[src/verilog/cs_pkg.sv]
package cs_pkg;

   // Control store geometry
   localparam int cs_addr_w = 12;      // Microaddress bits
   localparam int cs_depth  = 4096;    // Words in the WCS
   localparam int cs_word_w = 64;      // Microword bits

   // Host side slicing of a microword
   localparam int idb_w      = 16;     // Internal data bus width
   localparam int cs_lanes   = 4;      // Slices per word
   localparam int lane_sel_w = 2;      // Slice index bits

   // Fetch return buffer
   localparam int ret_depth = 2;       // Buffered plus in-flight words

   // Host port controller states
   localparam int hp_state_w = 2;
   localparam logic [hp_state_w-1:0] hp_idle = 2'd0;  // Waiting for a command
   localparam logic [hp_state_w-1:0] hp_req  = 2'd1;  // Request out to arbiter
   localparam logic [hp_state_w-1:0] hp_rsp  = 2'd2;  // Read data pending or held

endpackage

[src/verilog/cs_bus_if.sv]
`timescale 1ns/1ps

interface cs_bus_if;

   // Request side
   logic                         req_valid;
   logic                         req_ready;
   logic [cs_pkg::cs_addr_w-1:0] addr;
   logic [cs_pkg::cs_lanes-1:0]  lane_we;   // All zero is a read
   logic [cs_pkg::cs_word_w-1:0] wdata;

   // Read return, no backpressure
   logic                         rsp_valid;
   logic [cs_pkg::cs_word_w-1:0] rdata;

   // Side that asks for WCS access
   modport requester (
      output req_valid, addr, lane_we, wdata,
      input  req_ready, rsp_valid, rdata
   );

   // Arbiter end of a requester's link
   modport arbiter (
      input  req_valid, addr, lane_we, wdata,
      output req_ready, rsp_valid, rdata
   );

   // The WCS itself
   modport memory (
      input  req_valid, addr, lane_we, wdata,
      output req_ready, rsp_valid, rdata
   );

endinterface

[src/verilog/cs_arbiter.sv]
`timescale 1ns/1ps

module cs_arbiter (
   input logic          clk,
   input logic          rst,
   cs_bus_if.arbiter    fetch_bus,
   cs_bus_if.arbiter    host_bus,
   cs_bus_if.requester  mem_bus
);

   logic last_host_q;    // Round-robin pointer, set when host won last
   logic grant_fetch;
   logic grant_host;
   logic rsp_fetch_q;    // Read owner for the cycle after the grant
   logic rsp_host_q;

   // Ready depends on the other side only, so no loop through the requester
   // Host blocks fetch only when host is due
   assign fetch_bus.req_ready = mem_bus.req_ready & ~(host_bus.req_valid & ~last_host_q);
   // Fetch blocks host only when fetch is due
   assign host_bus.req_ready  = mem_bus.req_ready & ~(fetch_bus.req_valid & last_host_q);

   assign grant_fetch = fetch_bus.req_valid & fetch_bus.req_ready;
   assign grant_host  = host_bus.req_valid & host_bus.req_ready;

   // Winner onto the memory link
   assign mem_bus.req_valid = grant_fetch | grant_host;
   always_comb begin
      if (grant_host) begin
         mem_bus.addr    = host_bus.addr;
         mem_bus.lane_we = host_bus.lane_we;
         mem_bus.wdata   = host_bus.wdata;
      end else begin
         mem_bus.addr    = fetch_bus.addr;       // Fetch is the default path
         mem_bus.lane_we = fetch_bus.lane_we;
         mem_bus.wdata   = fetch_bus.wdata;
      end
   end

   // Pointer flips to whoever was just served
   always_ff @(posedge clk) begin
      if (rst) begin
         last_host_q <= 1'b1;   // Fetch wins first tie
      end else if (grant_fetch) begin
         last_host_q <= 1'b0;
      end else if (grant_host) begin
         last_host_q <= 1'b1;
      end
   end

   // Writes return nothing
   always_ff @(posedge clk) begin
      if (rst) begin
         rsp_fetch_q <= 1'b0;
         rsp_host_q  <= 1'b0;
      end else begin
         rsp_fetch_q <= grant_fetch & ~|fetch_bus.lane_we;
         rsp_host_q  <= grant_host & ~|host_bus.lane_we;
      end
   end

   // Steer the pulse, fan out the data
   assign fetch_bus.rsp_valid = mem_bus.rsp_valid & rsp_fetch_q;
   assign host_bus.rsp_valid  = mem_bus.rsp_valid & rsp_host_q;
   assign fetch_bus.rdata     = mem_bus.rdata;
   assign host_bus.rdata      = mem_bus.rdata;

endmodule

[src/flat_wrapper.sv]
// flat-port wrapper written by rule: the top's interface ports become plain ports
module cs_arbiter_flat 
  (clk, rst, fetch_bus_req_valid, fetch_bus_addr, fetch_bus_lane_we, fetch_bus_wdata, fetch_bus_req_ready, fetch_bus_rsp_valid, fetch_bus_rdata, host_bus_req_valid, host_bus_addr, host_bus_lane_we, host_bus_wdata, host_bus_req_ready, host_bus_rsp_valid, host_bus_rdata, mem_bus_req_valid, mem_bus_addr, mem_bus_lane_we, mem_bus_wdata, mem_bus_req_ready, mem_bus_rsp_valid, mem_bus_rdata);
  cs_bus_if fetch_bus_i ();
  cs_bus_if host_bus_i ();
  cs_bus_if mem_bus_i ();
  input logic clk;
  input logic rst;
  input wire logic [$bits(fetch_bus_i.req_valid)-1:0] fetch_bus_req_valid;
  input wire logic [$bits(fetch_bus_i.addr)-1:0] fetch_bus_addr;
  input wire logic [$bits(fetch_bus_i.lane_we)-1:0] fetch_bus_lane_we;
  input wire logic [$bits(fetch_bus_i.wdata)-1:0] fetch_bus_wdata;
  output wire logic [$bits(fetch_bus_i.req_ready)-1:0] fetch_bus_req_ready;
  output wire logic [$bits(fetch_bus_i.rsp_valid)-1:0] fetch_bus_rsp_valid;
  output wire logic [$bits(fetch_bus_i.rdata)-1:0] fetch_bus_rdata;
  input wire logic [$bits(host_bus_i.req_valid)-1:0] host_bus_req_valid;
  input wire logic [$bits(host_bus_i.addr)-1:0] host_bus_addr;
  input wire logic [$bits(host_bus_i.lane_we)-1:0] host_bus_lane_we;
  input wire logic [$bits(host_bus_i.wdata)-1:0] host_bus_wdata;
  output wire logic [$bits(host_bus_i.req_ready)-1:0] host_bus_req_ready;
  output wire logic [$bits(host_bus_i.rsp_valid)-1:0] host_bus_rsp_valid;
  output wire logic [$bits(host_bus_i.rdata)-1:0] host_bus_rdata;
  output wire logic [$bits(mem_bus_i.req_valid)-1:0] mem_bus_req_valid;
  output wire logic [$bits(mem_bus_i.addr)-1:0] mem_bus_addr;
  output wire logic [$bits(mem_bus_i.lane_we)-1:0] mem_bus_lane_we;
  output wire logic [$bits(mem_bus_i.wdata)-1:0] mem_bus_wdata;
  input wire logic [$bits(mem_bus_i.req_ready)-1:0] mem_bus_req_ready;
  input wire logic [$bits(mem_bus_i.rsp_valid)-1:0] mem_bus_rsp_valid;
  input wire logic [$bits(mem_bus_i.rdata)-1:0] mem_bus_rdata;
  assign fetch_bus_i.req_valid = fetch_bus_req_valid;
  assign fetch_bus_i.addr = fetch_bus_addr;
  assign fetch_bus_i.lane_we = fetch_bus_lane_we;
  assign fetch_bus_i.wdata = fetch_bus_wdata;
  assign fetch_bus_req_ready = fetch_bus_i.req_ready;
  assign fetch_bus_rsp_valid = fetch_bus_i.rsp_valid;
  assign fetch_bus_rdata = fetch_bus_i.rdata;
  assign host_bus_i.req_valid = host_bus_req_valid;
  assign host_bus_i.addr = host_bus_addr;
  assign host_bus_i.lane_we = host_bus_lane_we;
  assign host_bus_i.wdata = host_bus_wdata;
  assign host_bus_req_ready = host_bus_i.req_ready;
  assign host_bus_rsp_valid = host_bus_i.rsp_valid;
  assign host_bus_rdata = host_bus_i.rdata;
  assign mem_bus_req_valid = mem_bus_i.req_valid;
  assign mem_bus_addr = mem_bus_i.addr;
  assign mem_bus_lane_we = mem_bus_i.lane_we;
  assign mem_bus_wdata = mem_bus_i.wdata;
  assign mem_bus_i.req_ready = mem_bus_req_ready;
  assign mem_bus_i.rsp_valid = mem_bus_rsp_valid;
  assign mem_bus_i.rdata = mem_bus_rdata;
  cs_arbiter u_core (.clk(clk), .rst(rst), .fetch_bus(fetch_bus_i), .host_bus(host_bus_i), .mem_bus(mem_bus_i));
endmodule
[config.mk]
export PLATFORM = sky130hd
export DESIGN_NAME = cs_arbiter_flat
export DESIGN_NICKNAME = d
export VERILOG_FILES = /design/src/verilog/cs_pkg.sv /design/src/verilog/cs_bus_if.sv /design/src/verilog/cs_arbiter.sv /design/src/flat_wrapper.sv
export SDC_FILE = /design/constraint.sdc
export NUM_CORES = 1
export LEC_CHECK = 0
export ABC_CLOCK_PERIOD_IN_PS = 1100
export BUFFER_PORTS_ARGS = -buffer_cell sky130_fd_sc_hd__buf_2
export CORE_AREA = 2 2 171 173
export DETAILED_ROUTE_END_ITERATION = 12
export DIE_AREA = 0 0 173 175
export PLACE_DENSITY = 0.47
export SYNTH_ARGS = -nofsm -noshare
export SYNTH_HDL_FRONTEND = slang
export SYNTH_SLANG_ARGS = --single-unit
[constraint.sdc]
create_clock -name clk -period 1.1 [get_ports clk]
set_input_delay 0.165 -clock clk [delete_from_list [all_inputs] [get_ports clk]]
set_output_delay 0.165 -clock clk [all_outputs]
set_load 0.005 [all_outputs]
==> tab_implementation.tex, run 1 <==
\begin{tabular}{lr}
\hline
Metric & Value \\
\hline
\multicolumn{2}{l}{\textbf{Placement}} \\
\quad GP Congestion & 0.745 \\
\quad Worst slack after detailed placement & -0.455 ns \\
\quad Number of placed cells counting well taps & 746 \\
\quad Placement-stage cell area & 3240 um2 \\
\quad Detailed placement HPWL & 7700 um \\
\quad Port Buf Inserts & 250 \\
\multicolumn{2}{l}{\textbf{Setup path}} \\
\quad Highest-delay cell along the critical path & sky130\_fd\_sc\_hd\_\_dfxtp\_2 \\
\quad Signal arrival time at the worst endpoint & 1.56 ns \\
\quad Count of buffer and inverter cells on the critical path & 2 \\
\quad Longest individual stage delay on the worst path & 0.32 ns \\
\quad Startpoint type of the worst setup path & register \\
\quad Critical-path cell list & a21boi\_4, nand2\_8, buf\_4, mux2\_4, buf\_2 \\
\quad Critical Path Sink Type & output pin \\
\quad Req. time, crit path & 0.94 ns \\
\quad Cell family with most CP delay & buffers and inverters \\
\quad Worst Setup Path Type & register to output pin \\
\quad Largest driver fanout on the critical path & 12 \\
\multicolumn{2}{l}{\textbf{Finish}} \\
\quad Final Instance Count excl. Fillers & 750 \\
\quad Final design area excluding fillers & 3480 um2 \\
\quad Fraction of final layout cells with drive strength greater than 1 & 96.2\% \\
\quad Total inserted antenna cells & 0 \\
\quad Nets & 597 \\
\quad Footprint of the flip-flops and latches & 61.3 um2 \\
\quad Filler cells & 3282 \\
\quad Area occupied by multi-input gates & 1310 um2 \\
\quad Synth-to-layout area growth & 44.2\% \\
\quad Utilization after layout & 12.3\% \\
\multicolumn{2}{l}{\textbf{Floorplanning}} \\
\quad Width of the chip & 173 um \\
\quad Die height & 175 um \\
\quad Initial Utilization & 8.51\% \\
\quad Num rows & 62 \\
\quad Area of the die & 30300 um2 \\
\quad Count of pins on the block boundary & 443 \\
\quad Placeable Area & 28400 um2 \\
\multicolumn{2}{l}{\textbf{Global route}} \\
\quad All-layer global routing usage & 5.07\% \\
\quad Vias in the first global route & 2105 \\
\quad First-pass GRT wire length & 11900 um \\
\quad Largest net degree at the start of global routing & 17 \\
\quad Global route overflow & 0 \\
\quad Antenna violations before repair & 1 \\
\multicolumn{2}{l}{\textbf{Logic synthesis}} \\
\quad Net count after synthesis & 463 \\
\quad Commonest cells in the synthesized netlist & 128 x sky130\_fd\_sc\_hd\_\_buf\_4, 79 x sky130\_fd\_sc\_hd\_\_mux2\_4, 8 x sky130\_fd\_sc\_hd\_\_buf\_6 \\
\quad Synth warn & 0 \\
\quad Leading cell type by number of instances after synthesis & sky130\_fd\_sc\_hd\_\_buf\_4 \\
\quad Number of flops mapped to enable cells by yosys & 0 \\
\quad Number of different library cells in the post-synthesis netlist & 18 \\
\quad Count of state elements after synthesis & 3 \\
\quad Synth top area cells & sky130\_fd\_sc\_hd\_\_mux2\_4 49\%, sky130\_fd\_sc\_hd\_\_buf\_4 40\%, sky130\_fd\_sc\_hd\_\_buf\_6 3.7\% \\
\quad Synthesized instance count & 233 \\
\quad Post-synthesis cell type with the largest combined area & sky130\_fd\_sc\_hd\_\_mux2\_4 \\
\quad Async set-reset flop share out of synthesis & 0\% \\
\quad Syn\_area\_per\_cell & 10.4 um2 \\
\quad Post-synthesis instance area & 2420 um2 \\
\quad Sequential area share after synthesis & 2.49\% \\
\quad Top flip-flop cell by instance count after synthesis & sky130\_fd\_sc\_hd\_\_dfxtp\_1 \\
\quad Area share of the largest cell type after synthesis & 49.1\% \\
\multicolumn{2}{l}{\textbf{Route}} \\
\quad Remaining number of nets flagged by the antenna check after routing & 0 \\
\quad Wirelength per Cell & 11.6 um \\
\quad First-pass detailed-route iteration total & 4 \\
\quad Via count & 2030 \\
\quad Average vias per placed instance & 2.71 \\
\quad Number of design-rule violations left by the first detailed-router iteration & 26 \\
\quad Routed wire length & 8730 um \\
\quad Total DRC errors in the routed layout & 0 \\
\multicolumn{2}{l}{\textbf{Power}} \\
\quad Portion of total power attributed to the clock network & 29.9\% \\
\quad Switching share of power & 26.4\% \\
\quad Sw Pwr & 0.000505 W \\
\quad Internal power contribution & 0.00141 W \\
\quad Fraction of power consumed by sequential logic & 6.0\% \\
\quad Power share of the combinational group & 64.1\% \\
\quad Power Density & 550 nW/um2 \\
\quad Static leakage power & 1.96 nW \\
\quad Worst VDD drop & 0.338 mV \\
\multicolumn{2}{l}{\textbf{Clocking}} \\
\quad Clock latency on the worst-skew pair & 0.22 ns \\
\quad Buffer depth of the longest clock path & 2 \\
\quad Htree depth & 1 \\
\quad CTS tree & built \\
\quad Clock Root Buffer & sky130\_fd\_sc\_hd\_\_clkbuf\_16 \\
\quad Clk slew on worst S/H paths & 0.03 ns \\
\quad Postcts setup bufs & 0 \\
\quad Sink Count & 3 \\
\quad Inserted Clock Buffers & 3 \\
\multicolumn{2}{l}{\textbf{Timing}} \\
\quad Hold violation count in the final report & 0 \\
\quad Slack of the critical path & -0.620 ns \\
\quad Fin crit share & 156\% \\
\quad Max frequency & 0.581 GHz \\
\quad Clock period minus final worst setup slack & 1.72 ns \\
\quad Final clock skew & 0.000322 ns \\
\quad Slew at the pin closest to its max-slew limit & 0.228 ns \\
\quad Final setup violation count & 81 \\
\quad Sum Neg Setup Slack & -47.72 ns \\
\quad Unrepaired setup endpoints after global routing & yes \\
\quad Final slew viol count & 0 \\
\quad Tightest slew margin relative to the limit & 84.6\% \\
\multicolumn{2}{l}{\textbf{Outcome}} \\
\quad Failing checks & setup timing \\
\quad Status & finished, violations left \\
\multicolumn{2}{l}{\textbf{Job}} \\
\quad Max-cap viol count & 0 \\
\multicolumn{2}{l}{\textbf{Hold path}} \\
\quad Worst min path class & input pin to register \\
\hline
\end{tabular}
-- flip-flops by register name (all words and copies together), names as in the netlist --
name and count:
u_core.last_host_q 1, u_core.rsp_fetch_q 1, u_core.rsp_host_q 1
-- kinds of logic (layout without fill, tap and decap cells) --
group	Yosys count	after routing	synth area share, %
DFF	3	3	2.49
and+or+nand+nor	8	8	2.28
AOI/OAI and AO/OA	5	5	2.02
muxes	80	80	49.6
buffers and inverters	137	270	43.7
-- metrics by stage --
stage,total power (W),hold slack [ns]
after floorplan,0.00103,0.242
after global placement,0.00125,0.330
after detailed placement,0.00125,0.330
after CTS,0.00193,0.158
after global routing,0.00203,0.172
final,0.00191,0.158
-- power by group through the flow --
stage	combinational [W]	sequential [W]	clock [W]
global placement	0.00113	0.000117	0
CTS	0.00123	0.000116	0.000582
finish	0.00123	0.000116	0.000572
floorplan	0.000915	0.000117	0
detailed placement	0.00114	0.000117	0
global route	0.00131	0.000116	0.000604
-- layout make-up --
cell class	instances	share of cell area, %
Timing Repair Buffer	265	44.4
Clock buffer	4	2.26
Multi-Input combinational cell	93	37.7
Tap cell	384	13.8
Inverter	1	0.108
Sequential cell	3	1.76
-- cells in the final DEF (no fill, tap or decap), drive strengths merged --
cell type,instances
inv,1
o21a,1
and2,2
or4,1
nand2,1
mux2,80
buf,265
a21oi,1
nor2,1
a21boi,2
nor4b,1
and3,1
dfxtp,3
nor3,1
clkbuf,4
a311o,1
-- worst paths after layout --
check / depth (start not counted) / start / endpoint / slack, ns
setup / recovery: 5 / u_core.last_host_q$_SDFFE_PP1P_ / mem_bus_wdata[5] / -0.62
hold / removal: 2 / rst / u_core.rsp_host_q$_SDFF_PP0_ / 0.16
setup reg to reg: 4 / u_core.last_host_q$_SDFFE_PP1P_ / u_core.rsp_host_q$_SDFF_PP0_ / -0.09
hold reg to reg: 2 / u_core.last_host_q$_SDFFE_PP1P_ / u_core.last_host_q$_SDFFE_PP1P_ / 0.61
-- repair_timing --
item | CTS | global route
pin swaps | 1 | 0
hold buffers | 0 | 0
endpoints found under the setup margin | 82 | 82
gates resized for setup | 24 | 4
hold endpoints to repair | 0 | 0
-- metal layers --
metal	vias to the layer above	GRT usage [%]	wire length (um)
met5	-	0	0
met4	0	3.14	519
met3	64	2.42	1180
met2	191	8.70	4070
met1	854	4.96	2960
li1	921	-	-
Note: power is estimated with default switching activity, not from simulation.
==> run 2, diff against run 1 <==
--- a/config.mk
+++ b/config.mk
@@ -5,12 +5,13 @@
 export SDC_FILE = /design/constraint.sdc
 export NUM_CORES = 1
 export LEC_CHECK = 0
-export ABC_CLOCK_PERIOD_IN_PS = 1100
+export ABC_CLOCK_PERIOD_IN_PS = 1900
 export BUFFER_PORTS_ARGS = -buffer_cell sky130_fd_sc_hd__buf_2
-export CORE_AREA = 2 2 171 173
+export CORE_AREA = 2 2 174 176
 export DETAILED_ROUTE_END_ITERATION = 12
-export DIE_AREA = 0 0 173 175
-export PLACE_DENSITY = 0.47
+export DIE_AREA = 0 0 176 178
+export PLACE_DENSITY = 0.45
+export SLEW_MARGIN = 20
 export SYNTH_ARGS = -nofsm -noshare
 export SYNTH_HDL_FRONTEND = slang
 export SYNTH_SLANG_ARGS = --single-unit
==> constraint.sdc (replaced) <==
create_clock -name clk -period 1.9 [get_ports clk]
set_input_delay 0.285 -clock clk [delete_from_list [all_inputs] [get_ports clk]]
set_output_delay 0.285 -clock clk [all_outputs]
set_load 0.005 [all_outputs]
==> run 2 against run 1 <==
  * Global-route usage decreased by 0.75 points
  * The flow now finishes without violations
  * Largest power group unchanged
  * Wire length decreased by 9.4%
  * Die area increased by 3.5%
  * Critical path type unchanged
  * Core utilization decreased by 1.1 points
  * Final cell count increased by 0.13%
==> tab_implementation.tex, run 2 (synthesis results as in run 1) <==
\begin{tabular}{lr}
\hline
Metric & Value \\
\hline
\multicolumn{2}{l}{\textbf{Outcome}} \\
\quad Status & finished clean \\
\multicolumn{2}{l}{\textbf{Floorplanning}} \\
\quad Num rows & 63 \\
\quad Width of the chip & 176 um \\
\quad Count of pins on the block boundary & 443 \\
\quad Placeable Area & 29400 um2 \\
\quad Initial Utilization & 8.22\% \\
\quad Die height & 178 um \\
\quad Area of the die & 31300 um2 \\
\multicolumn{2}{l}{\textbf{Placement}} \\
\quad Port Buf Inserts & 250 \\
\quad Worst slack after detailed placement & 0.0908 ns \\
\quad Detailed placement HPWL & 7110 um \\
\quad GP Congestion & 0.662 \\
\multicolumn{2}{l}{\textbf{Power}} \\
\quad Switching share of power & 25.9\% \\
\quad Sw Pwr & 0.000267 W \\
\quad Worst VDD drop & 0.275 mV \\
\quad Internal power contribution & 0.000763 W \\
\quad Fraction of power consumed by sequential logic & 6.5\% \\
\quad Static leakage power & 1.88 nW \\
\quad Portion of total power attributed to the clock network & 31.9\% \\
\quad Power share of the combinational group & 61.6\% \\
\quad Post-layout total power & 0.00103 W \\
\quad Power Density & 313 nW/um2 \\
\multicolumn{2}{l}{\textbf{Timing}} \\
\quad Fin crit share & 96.3\% \\
\quad Tightest slew margin relative to the limit & 84.5\% \\
\quad Clock period minus final worst setup slack & 1.83 ns \\
\quad Worst hold-check slack & 0.282 ns \\
\quad Slack of the critical path & 0.0704 ns \\
\quad Unrepaired setup endpoints after global routing & yes \\
\quad Slew at the pin closest to its max-slew limit & 0.231 ns \\
\quad Final clock skew & 0.00112 ns \\
\quad Final setup violation count & 0 \\
\quad Sum Neg Setup Slack & 0 ns \\
\quad Max frequency & 0.547 GHz \\
\quad Hold violation count in the final report & 0 \\
\quad Final slew viol count & 0 \\
\multicolumn{2}{l}{\textbf{Route}} \\
\quad First-pass detailed-route iteration total & 3 \\
\quad Number of design-rule violations left by the first detailed-router iteration & 23 \\
\quad Routed wire length & 7910 um \\
\quad Wirelength per Cell & 10.5 um \\
\quad Remaining number of nets flagged by the antenna check after routing & 0 \\
\quad Via count & 1984 \\
\quad Average vias per placed instance & 2.64 \\
\quad Total DRC errors in the routed layout & 0 \\
\multicolumn{2}{l}{\textbf{Clocking}} \\
\quad Htree depth & 1 \\
\quad Buffer depth of the longest clock path & 2 \\
\quad Post-CTS Hold Fix Bufs & 0 \\
\quad Inserted Clock Buffers & 3 \\
\quad Clock latency on the worst-skew pair & 0.22 ns \\
\quad Sink Count & 3 \\
\quad CTS tree & built \\
\quad Clk slew on worst S/H paths & 0.03 ns \\
\quad Clock Root Buffer & sky130\_fd\_sc\_hd\_\_clkbuf\_16 \\
\multicolumn{2}{l}{\textbf{Setup path}} \\
\quad Setup slack on the worst flop-to-flop path & 0.82 ns \\
\quad Reg-to-reg startpoint & u\_core.last\_host\_q\$\_SDFFE\_PP1P\_ \\
\quad Number of cell instances on the worst register-to-register path & 4 \\
\quad Req. time, crit path & 1.62 ns \\
\quad Startpoint type of the worst setup path & register \\
\quad Worst Setup Path Type & register to output pin \\
\quad Signal arrival time at the worst endpoint & 1.54 ns \\
\quad Largest driver fanout on the critical path & 25 \\
\quad Critical Path Sink Type & output pin \\
\quad Reg2reg end & u\_core.rsp\_host\_q\$\_SDFF\_PP0\_ \\
\multicolumn{2}{l}{\textbf{Global route}} \\
\quad Met3 usage & 2.60\% \\
\quad Global-route track usage on met2 & 6.51\% \\
\quad First-pass GRT wire length & 10300 um \\
\quad Vias in the first global route & 1869 \\
\quad All-layer global routing usage & 4.33\% \\
\quad Largest net degree at the start of global routing & 26 \\
\quad Most heavily used metal layer in global routing & met2 \\
\quad Antenna violations before repair & 0 \\
\quad Global route overflow & 0 \\
\quad Met1 layer usage reported by global route & 4.79\% \\
\multicolumn{2}{l}{\textbf{Finish}} \\
\quad Largest registers & u\_core.last\_host\_q x1, u\_core.rsp\_fetch\_q x1, u\_core.rsp\_host\_q x1 \\
\quad Fraction of final layout cells with drive strength greater than 1 & 95.6\% \\
\quad Synth-to-layout area growth & 36.3\% \\
\quad Nets & 592 \\
\quad Filler cells & 3405 \\
\quad Leading cell types in the layout, fill and taps excluded & 250 x sky130\_fd\_sc\_hd\_\_buf\_2, 79 x sky130\_fd\_sc\_hd\_\_mux2\_4, 8 x sky130\_fd\_sc\_hd\_\_buf\_4 \\
\quad Total inserted antenna cells & 0 \\
\quad Most common library cell in the layout ignoring fill and taps & sky130\_fd\_sc\_hd\_\_buf\_2 \\
\multicolumn{2}{l}{\textbf{Hold path}} \\
\quad Hold Path Cell Cnt & 2 \\
\quad Worst min path class & input pin to register \\
\quad Hold wc startpoint & rst \\
\quad End point of the worst hold path & u\_core.rsp\_host\_q\$\_SDFF\_PP0\_ \\
\multicolumn{2}{l}{\textbf{Job}} \\
\quad Max-cap viol count & 0 \\
\hline
\end{tabular}
-- run 2: how the worst max path moves through the flow --
stage                                          from           endpoint  slack (ns)  depth (start not counted)
CTS                 u_core.last_host_q$_SDFFE_PP1P_  mem_bus_wdata[32]        0.03                          5
global placement                  mem_bus_req_ready  mem_bus_wdata[46]        0.10                          6
floorplan           u_core.last_host_q$_SDFFE_PP1P_    mem_bus_addr[0]        0.55                          4
finish              u_core.last_host_q$_SDFFE_PP1P_  mem_bus_wdata[32]        0.07                          5
detailed placement                mem_bus_req_ready  mem_bus_wdata[44]        0.09                          6
global route        u_core.last_host_q$_SDFFE_PP1P_  mem_bus_wdata[46]       -0.02                          5
-- run 2: cell type report --
cell class,instances,area (um2),share of cell area [%]
clock buffer,4,78.8,2.39
inverter,1,3.75,0.114
multi-input combinational,93,1310,39.8
sequential,3,60.1,1.82
tap,390,488,14.8
timing repair buffer,260,1350,41.0
-- run 2: worst max-delay path, cell delays in order, from the launching register on --
cell and delay, ns:
sky130_fd_sc_hd__dfxtp_1 0.33, sky130_fd_sc_hd__a21boi_4 0.21, sky130_fd_sc_hd__nand2_8 0.13, sky130_fd_sc_hd__buf_12 0.20, sky130_fd_sc_hd__mux2_4 0.31, sky130_fd_sc_hd__buf_2 0.13
-- run 2: power groups by stage --
stage | Combinational [W] | Clock, W | Sequential [W]
after floorplan | 0.000529 | 0 | 0.0000673
after global placement | 0.000636 | 0 | 0.0000678
after detailed placement | 0.000640 | 0 | 0.0000679
after CTS | 0.000645 | 0.000337 | 0.0000671
after global routing | 0.000688 | 0.000349 | 0.0000672
final | 0.000635 | 0.000329 | 0.0000670
-- run 2: per-stage QoR --
step                instances  utilization, %  cell area, um2
global route              751            11.2            3290
detailed placement        746            10.9            3200
CTS                       750            11.2            3280
floorplan                 233               -            2420
finish                    751            11.2            3290
global placement          746            10.9            3200
-- run 2: routing by layer --
layer	wire [um]	vias up
met3	1220	44
met2	3530	190
li1	-	911
met4	311	0
met5	0	-
met1	2850	839
-- run 2: what timing repair did --
item	in CTS	in global routing
endpoints found under the setup margin	27	26
setup buffers	0	1
pin swaps	0	0
resized for setup	1	0
==> run 3, diff against run 2 <==
--- a/config.mk
+++ b/config.mk
@@ -5,11 +5,12 @@
 export SDC_FILE = /design/constraint.sdc
 export NUM_CORES = 1
 export LEC_CHECK = 0
-export ABC_CLOCK_PERIOD_IN_PS = 1900
+export ABC_CLOCK_PERIOD_IN_PS = 1800
 export BUFFER_PORTS_ARGS = -buffer_cell sky130_fd_sc_hd__buf_2
 export CORE_AREA = 2 2 174 176
 export DETAILED_ROUTE_END_ITERATION = 12
 export DIE_AREA = 0 0 176 178
+export HOLD_SLACK_MARGIN = 0.08
 export PLACE_DENSITY = 0.45
 export SLEW_MARGIN = 20
 export SYNTH_ARGS = -nofsm -noshare
==> constraint.sdc (replaced) <==
create_clock -name clk -period 1.8 [get_ports clk]
set_input_delay 0.27 -clock clk [delete_from_list [all_inputs] [get_ports clk]]
set_output_delay 0.27 -clock clk [all_outputs]
set_load 0.005 [all_outputs]
==> run 3 against run 2 <==
  * The run now ends with setup timing left
  * Die area is the same
  * Largest power group unchanged
  * Via count is essentially flat
  * Critical path depth is the same
  * Non-clock buffer count grew 4
==> tab_implementation.tex, run 3 (synthesis results as in run 1) <==
\begin{tabular}{lr}
\hline
Metric & Value \\
\hline
\multicolumn{2}{l}{\textbf{Finish}} \\
\quad Synth-to-layout area growth & 37.5\% \\
\quad Nets & 596 \\
\quad Fraction of final layout cells with drive strength greater than 1 & 95.9\% \\
\quad Largest registers & u\_core.last\_host\_q x1, u\_core.rsp\_fetch\_q x1, u\_core.rsp\_host\_q x1 \\
\quad Total inserted antenna cells & 0 \\
\quad Most common library cell in the layout ignoring fill and taps & sky130\_fd\_sc\_hd\_\_buf\_2 \\
\quad Leading cell types in the layout, fill and taps excluded & 250 x sky130\_fd\_sc\_hd\_\_buf\_2, 79 x sky130\_fd\_sc\_hd\_\_mux2\_4, 12 x sky130\_fd\_sc\_hd\_\_buf\_4 \\
\multicolumn{2}{l}{\textbf{Setup path}} \\
\quad Count of buffer and inverter cells on the critical path & 2 \\
\quad Worst Setup Path Type & register to output pin \\
\quad Critical-path cell list & a21boi\_4, nand2\_8, buf\_12, mux2\_4, buf\_2 \\
\quad Longest individual stage delay on the worst path & 0.33 ns \\
\quad Startpoint type of the worst setup path & register \\
\quad Setup slack on the worst flop-to-flop path & 0.69 ns \\
\quad Critical Path Sink Type & output pin \\
\quad Cell family with most CP delay & flip-flops \\
\quad Highest-delay cell along the critical path & sky130\_fd\_sc\_hd\_\_dfxtp\_2 \\
\quad Signal arrival time at the worst endpoint & 1.55 ns \\
\quad Largest driver fanout on the critical path & 20 \\
\quad Number of cell instances on the worst register-to-register path & 4 \\
\quad Reg-to-reg startpoint & u\_core.last\_host\_q\$\_SDFFE\_PP1P\_ \\
\quad Req. time, crit path & 1.53 ns \\
\quad Reg2reg end & u\_core.rsp\_host\_q\$\_SDFF\_PP0\_ \\
\multicolumn{2}{l}{\textbf{Hold path}} \\
\quad End point of the worst hold path & u\_core.rsp\_host\_q\$\_SDFF\_PP0\_ \\
\quad Hold Path Cell Cnt & 2 \\
\quad Hold wc startpoint & rst \\
\quad Worst min path class & input pin to register \\
\multicolumn{2}{l}{\textbf{Timing}} \\
\quad Final clock skew & 0.000998 ns \\
\quad Max frequency & 0.549 GHz \\
\quad Final setup violation count & 14 \\
\quad Clock period minus final worst setup slack & 1.82 ns \\
\quad Slew at the pin closest to its max-slew limit & 0.228 ns \\
\quad Slack of the critical path & -0.0224 ns \\
\quad Final slew viol count & 0 \\
\quad Unrepaired setup endpoints after global routing & yes \\
\quad Tightest slew margin relative to the limit & 84.6\% \\
\quad Hold violation count in the final report & 0 \\
\quad Sum Neg Setup Slack & -0.0809 ns \\
\quad Fin crit share & 101\% \\
\multicolumn{2}{l}{\textbf{Floorplanning}} \\
\quad Count of pins on the block boundary & 443 \\
\quad Width of the chip & 176 um \\
\quad Die height & 178 um \\
\quad Placeable Area & 29400 um2 \\
\quad Initial Utilization & 8.22\% \\
\quad Num rows & 63 \\
\quad Area of the die & 31300 um2 \\
\multicolumn{2}{l}{\textbf{Route}} \\
\quad Average vias per placed instance & 2.63 \\
\quad Via count & 1983 \\
\quad Total DRC errors in the routed layout & 0 \\
\quad Routed wire length & 7870 um \\
\quad Number of design-rule violations left by the first detailed-router iteration & 29 \\
\quad Routed wire length on met2 & 3380 um \\
\quad First-pass detailed-route iteration total & 4 \\
\quad Highest routed layer & met4 \\
\quad Wirelength per Cell & 10.4 um \\
\quad Total met3 wirelength after detailed routing & 1210 um \\
\quad Met1 WL & 2970 um \\
\quad Remaining number of nets flagged by the antenna check after routing & 0 \\
\multicolumn{2}{l}{\textbf{Global route}} \\
\quad Largest net degree at the start of global routing & 21 \\
\quad First-pass GRT wire length & 10200 um \\
\quad Global route overflow & 0 \\
\quad Antenna violations before repair & 0 \\
\quad All-layer global routing usage & 4.29\% \\
\quad Vias in the first global route & 1815 \\
\multicolumn{2}{l}{\textbf{Placement}} \\
\quad Port Buf Inserts & 250 \\
\quad Detailed placement HPWL & 7060 um \\
\quad GP Congestion & 0.668 \\
\multicolumn{2}{l}{\textbf{Power}} \\
\quad Worst VDD drop & 0.233 mV \\
\quad Static leakage power & 1.90 nW \\
\quad Switching share of power & 26.0\% \\
\quad Sw Pwr & 0.000285 W \\
\quad Post-layout total power & 0.00110 W \\
\quad Internal power contribution & 0.000812 W \\
\quad Fraction of power consumed by sequential logic & 6.5\% \\
\quad Power share of the combinational group & 61.7\% \\
\quad Portion of total power attributed to the clock network & 31.8\% \\
\quad Power Density & 330 nW/um2 \\
\multicolumn{2}{l}{\textbf{Clocking}} \\
\quad CTS tree & built \\
\quad Clock Root Buffer & sky130\_fd\_sc\_hd\_\_clkbuf\_16 \\
\quad Htree depth & 1 \\
\quad Clk slew on worst S/H paths & 0.03 ns \\
\quad Buffer depth of the longest clock path & 2 \\
\quad Clock latency on the worst-skew pair & 0.22 ns \\
\quad Post-CTS Hold Fix Bufs & 0 \\
\quad Sink Count & 3 \\
\quad Inserted Clock Buffers & 3 \\
\multicolumn{2}{l}{\textbf{Outcome}} \\
\quad Failing checks & setup timing \\
\quad Status & finished, violations left \\
\multicolumn{2}{l}{\textbf{Job}} \\
\quad Max-cap viol count & 0 \\
\hline
\end{tabular}
run 3: changes by cell type in the layout (fill, tap and decap cells not counted), sizes merged:
cell  before  now
buf      260  264
run 3: power by group through the flow:
stage / logic [W] / registers [W] / clock network (W)
2_1_floorplan: 0.000558 / 0.0000711 / 0
3_3_place_gp: 0.000677 / 0.0000717 / 0
3_5_place_dp: 0.000679 / 0.0000718 / 0
4_1_cts: 0.000687 / 0.0000709 / 0.000357
5_1_grt: 0.000732 / 0.0000715 / 0.000366
6_report: 0.000677 / 0.0000712 / 0.000349
run 3: layer usage:
metal | track usage [%] | vias to the layer above
met5 | 0 | -
met4 | 2.13 | 0
met3 | 2.56 | 44
met2 | 6.15 | 191
met1 | 5.03 | 829
li1 | - | 919
run 3: what timing repair did:
action                     4_1_cts  5_1_grt
setup endpoints to repair       79       79
setup buffers                    1        1
resized for setup                1        1
run 3: worst max-delay path by stage:
stage	startpoint	end	slack [ns]	depth (start not counted)
after detailed placement	fetch_bus_req_valid	mem_bus_wdata[61]	0.05	6
after global routing	u_core.last_host_q$_SDFFE_PP1P_	mem_bus_wdata[61]	-0.08	5
final	u_core.last_host_q$_SDFFE_PP1P_	mem_bus_wdata[61]	-0.02	5
after global placement	mem_bus_req_ready	mem_bus_addr[5]	0.04	6
after CTS	u_core.last_host_q$_SDFFE_PP1P_	mem_bus_wdata[61]	-0.08	5
after floorplan	u_core.last_host_q$_SDFFE_PP1P_	mem_bus_addr[0]	0.46	4
run 3: layout make-up:
class | instances | area [um2]
fillers | 3395 | 26100
clock buffers | 4 | 78.8
repair buffers | 264 | 1380
well taps | 390 | 488
flip-flops and latches | 3 | 61.3
inverters | 1 | 3.75
multi-input cells | 93 | 1310
run 3: worst register-to-register path, cell delays in order, from the launching register on:
cell,delay (ns)
sky130_fd_sc_hd__dfxtp_2,0.33
sky130_fd_sc_hd__a21boi_4,0.20
sky130_fd_sc_hd__nand2_8,0.13
sky130_fd_sc_hd__buf_4,0.20
sky130_fd_sc_hd__nor3_1,0.17
run 3: stage by stage:
step	instances	setup WS, ns	instance area [um2]	util (%)	hold slack [ns]
detailed placement	749	0.0473	3220	10.9	0.476
floorplan	233	0.462	2420	-	0.347
CTS	754	-0.0763	3310	11.3	0.253
global route	755	-0.0821	3320	11.3	0.284
global placement	749	0.0359	3220	10.9	0.479
finish	755	-0.0224	3320	11.3	0.260
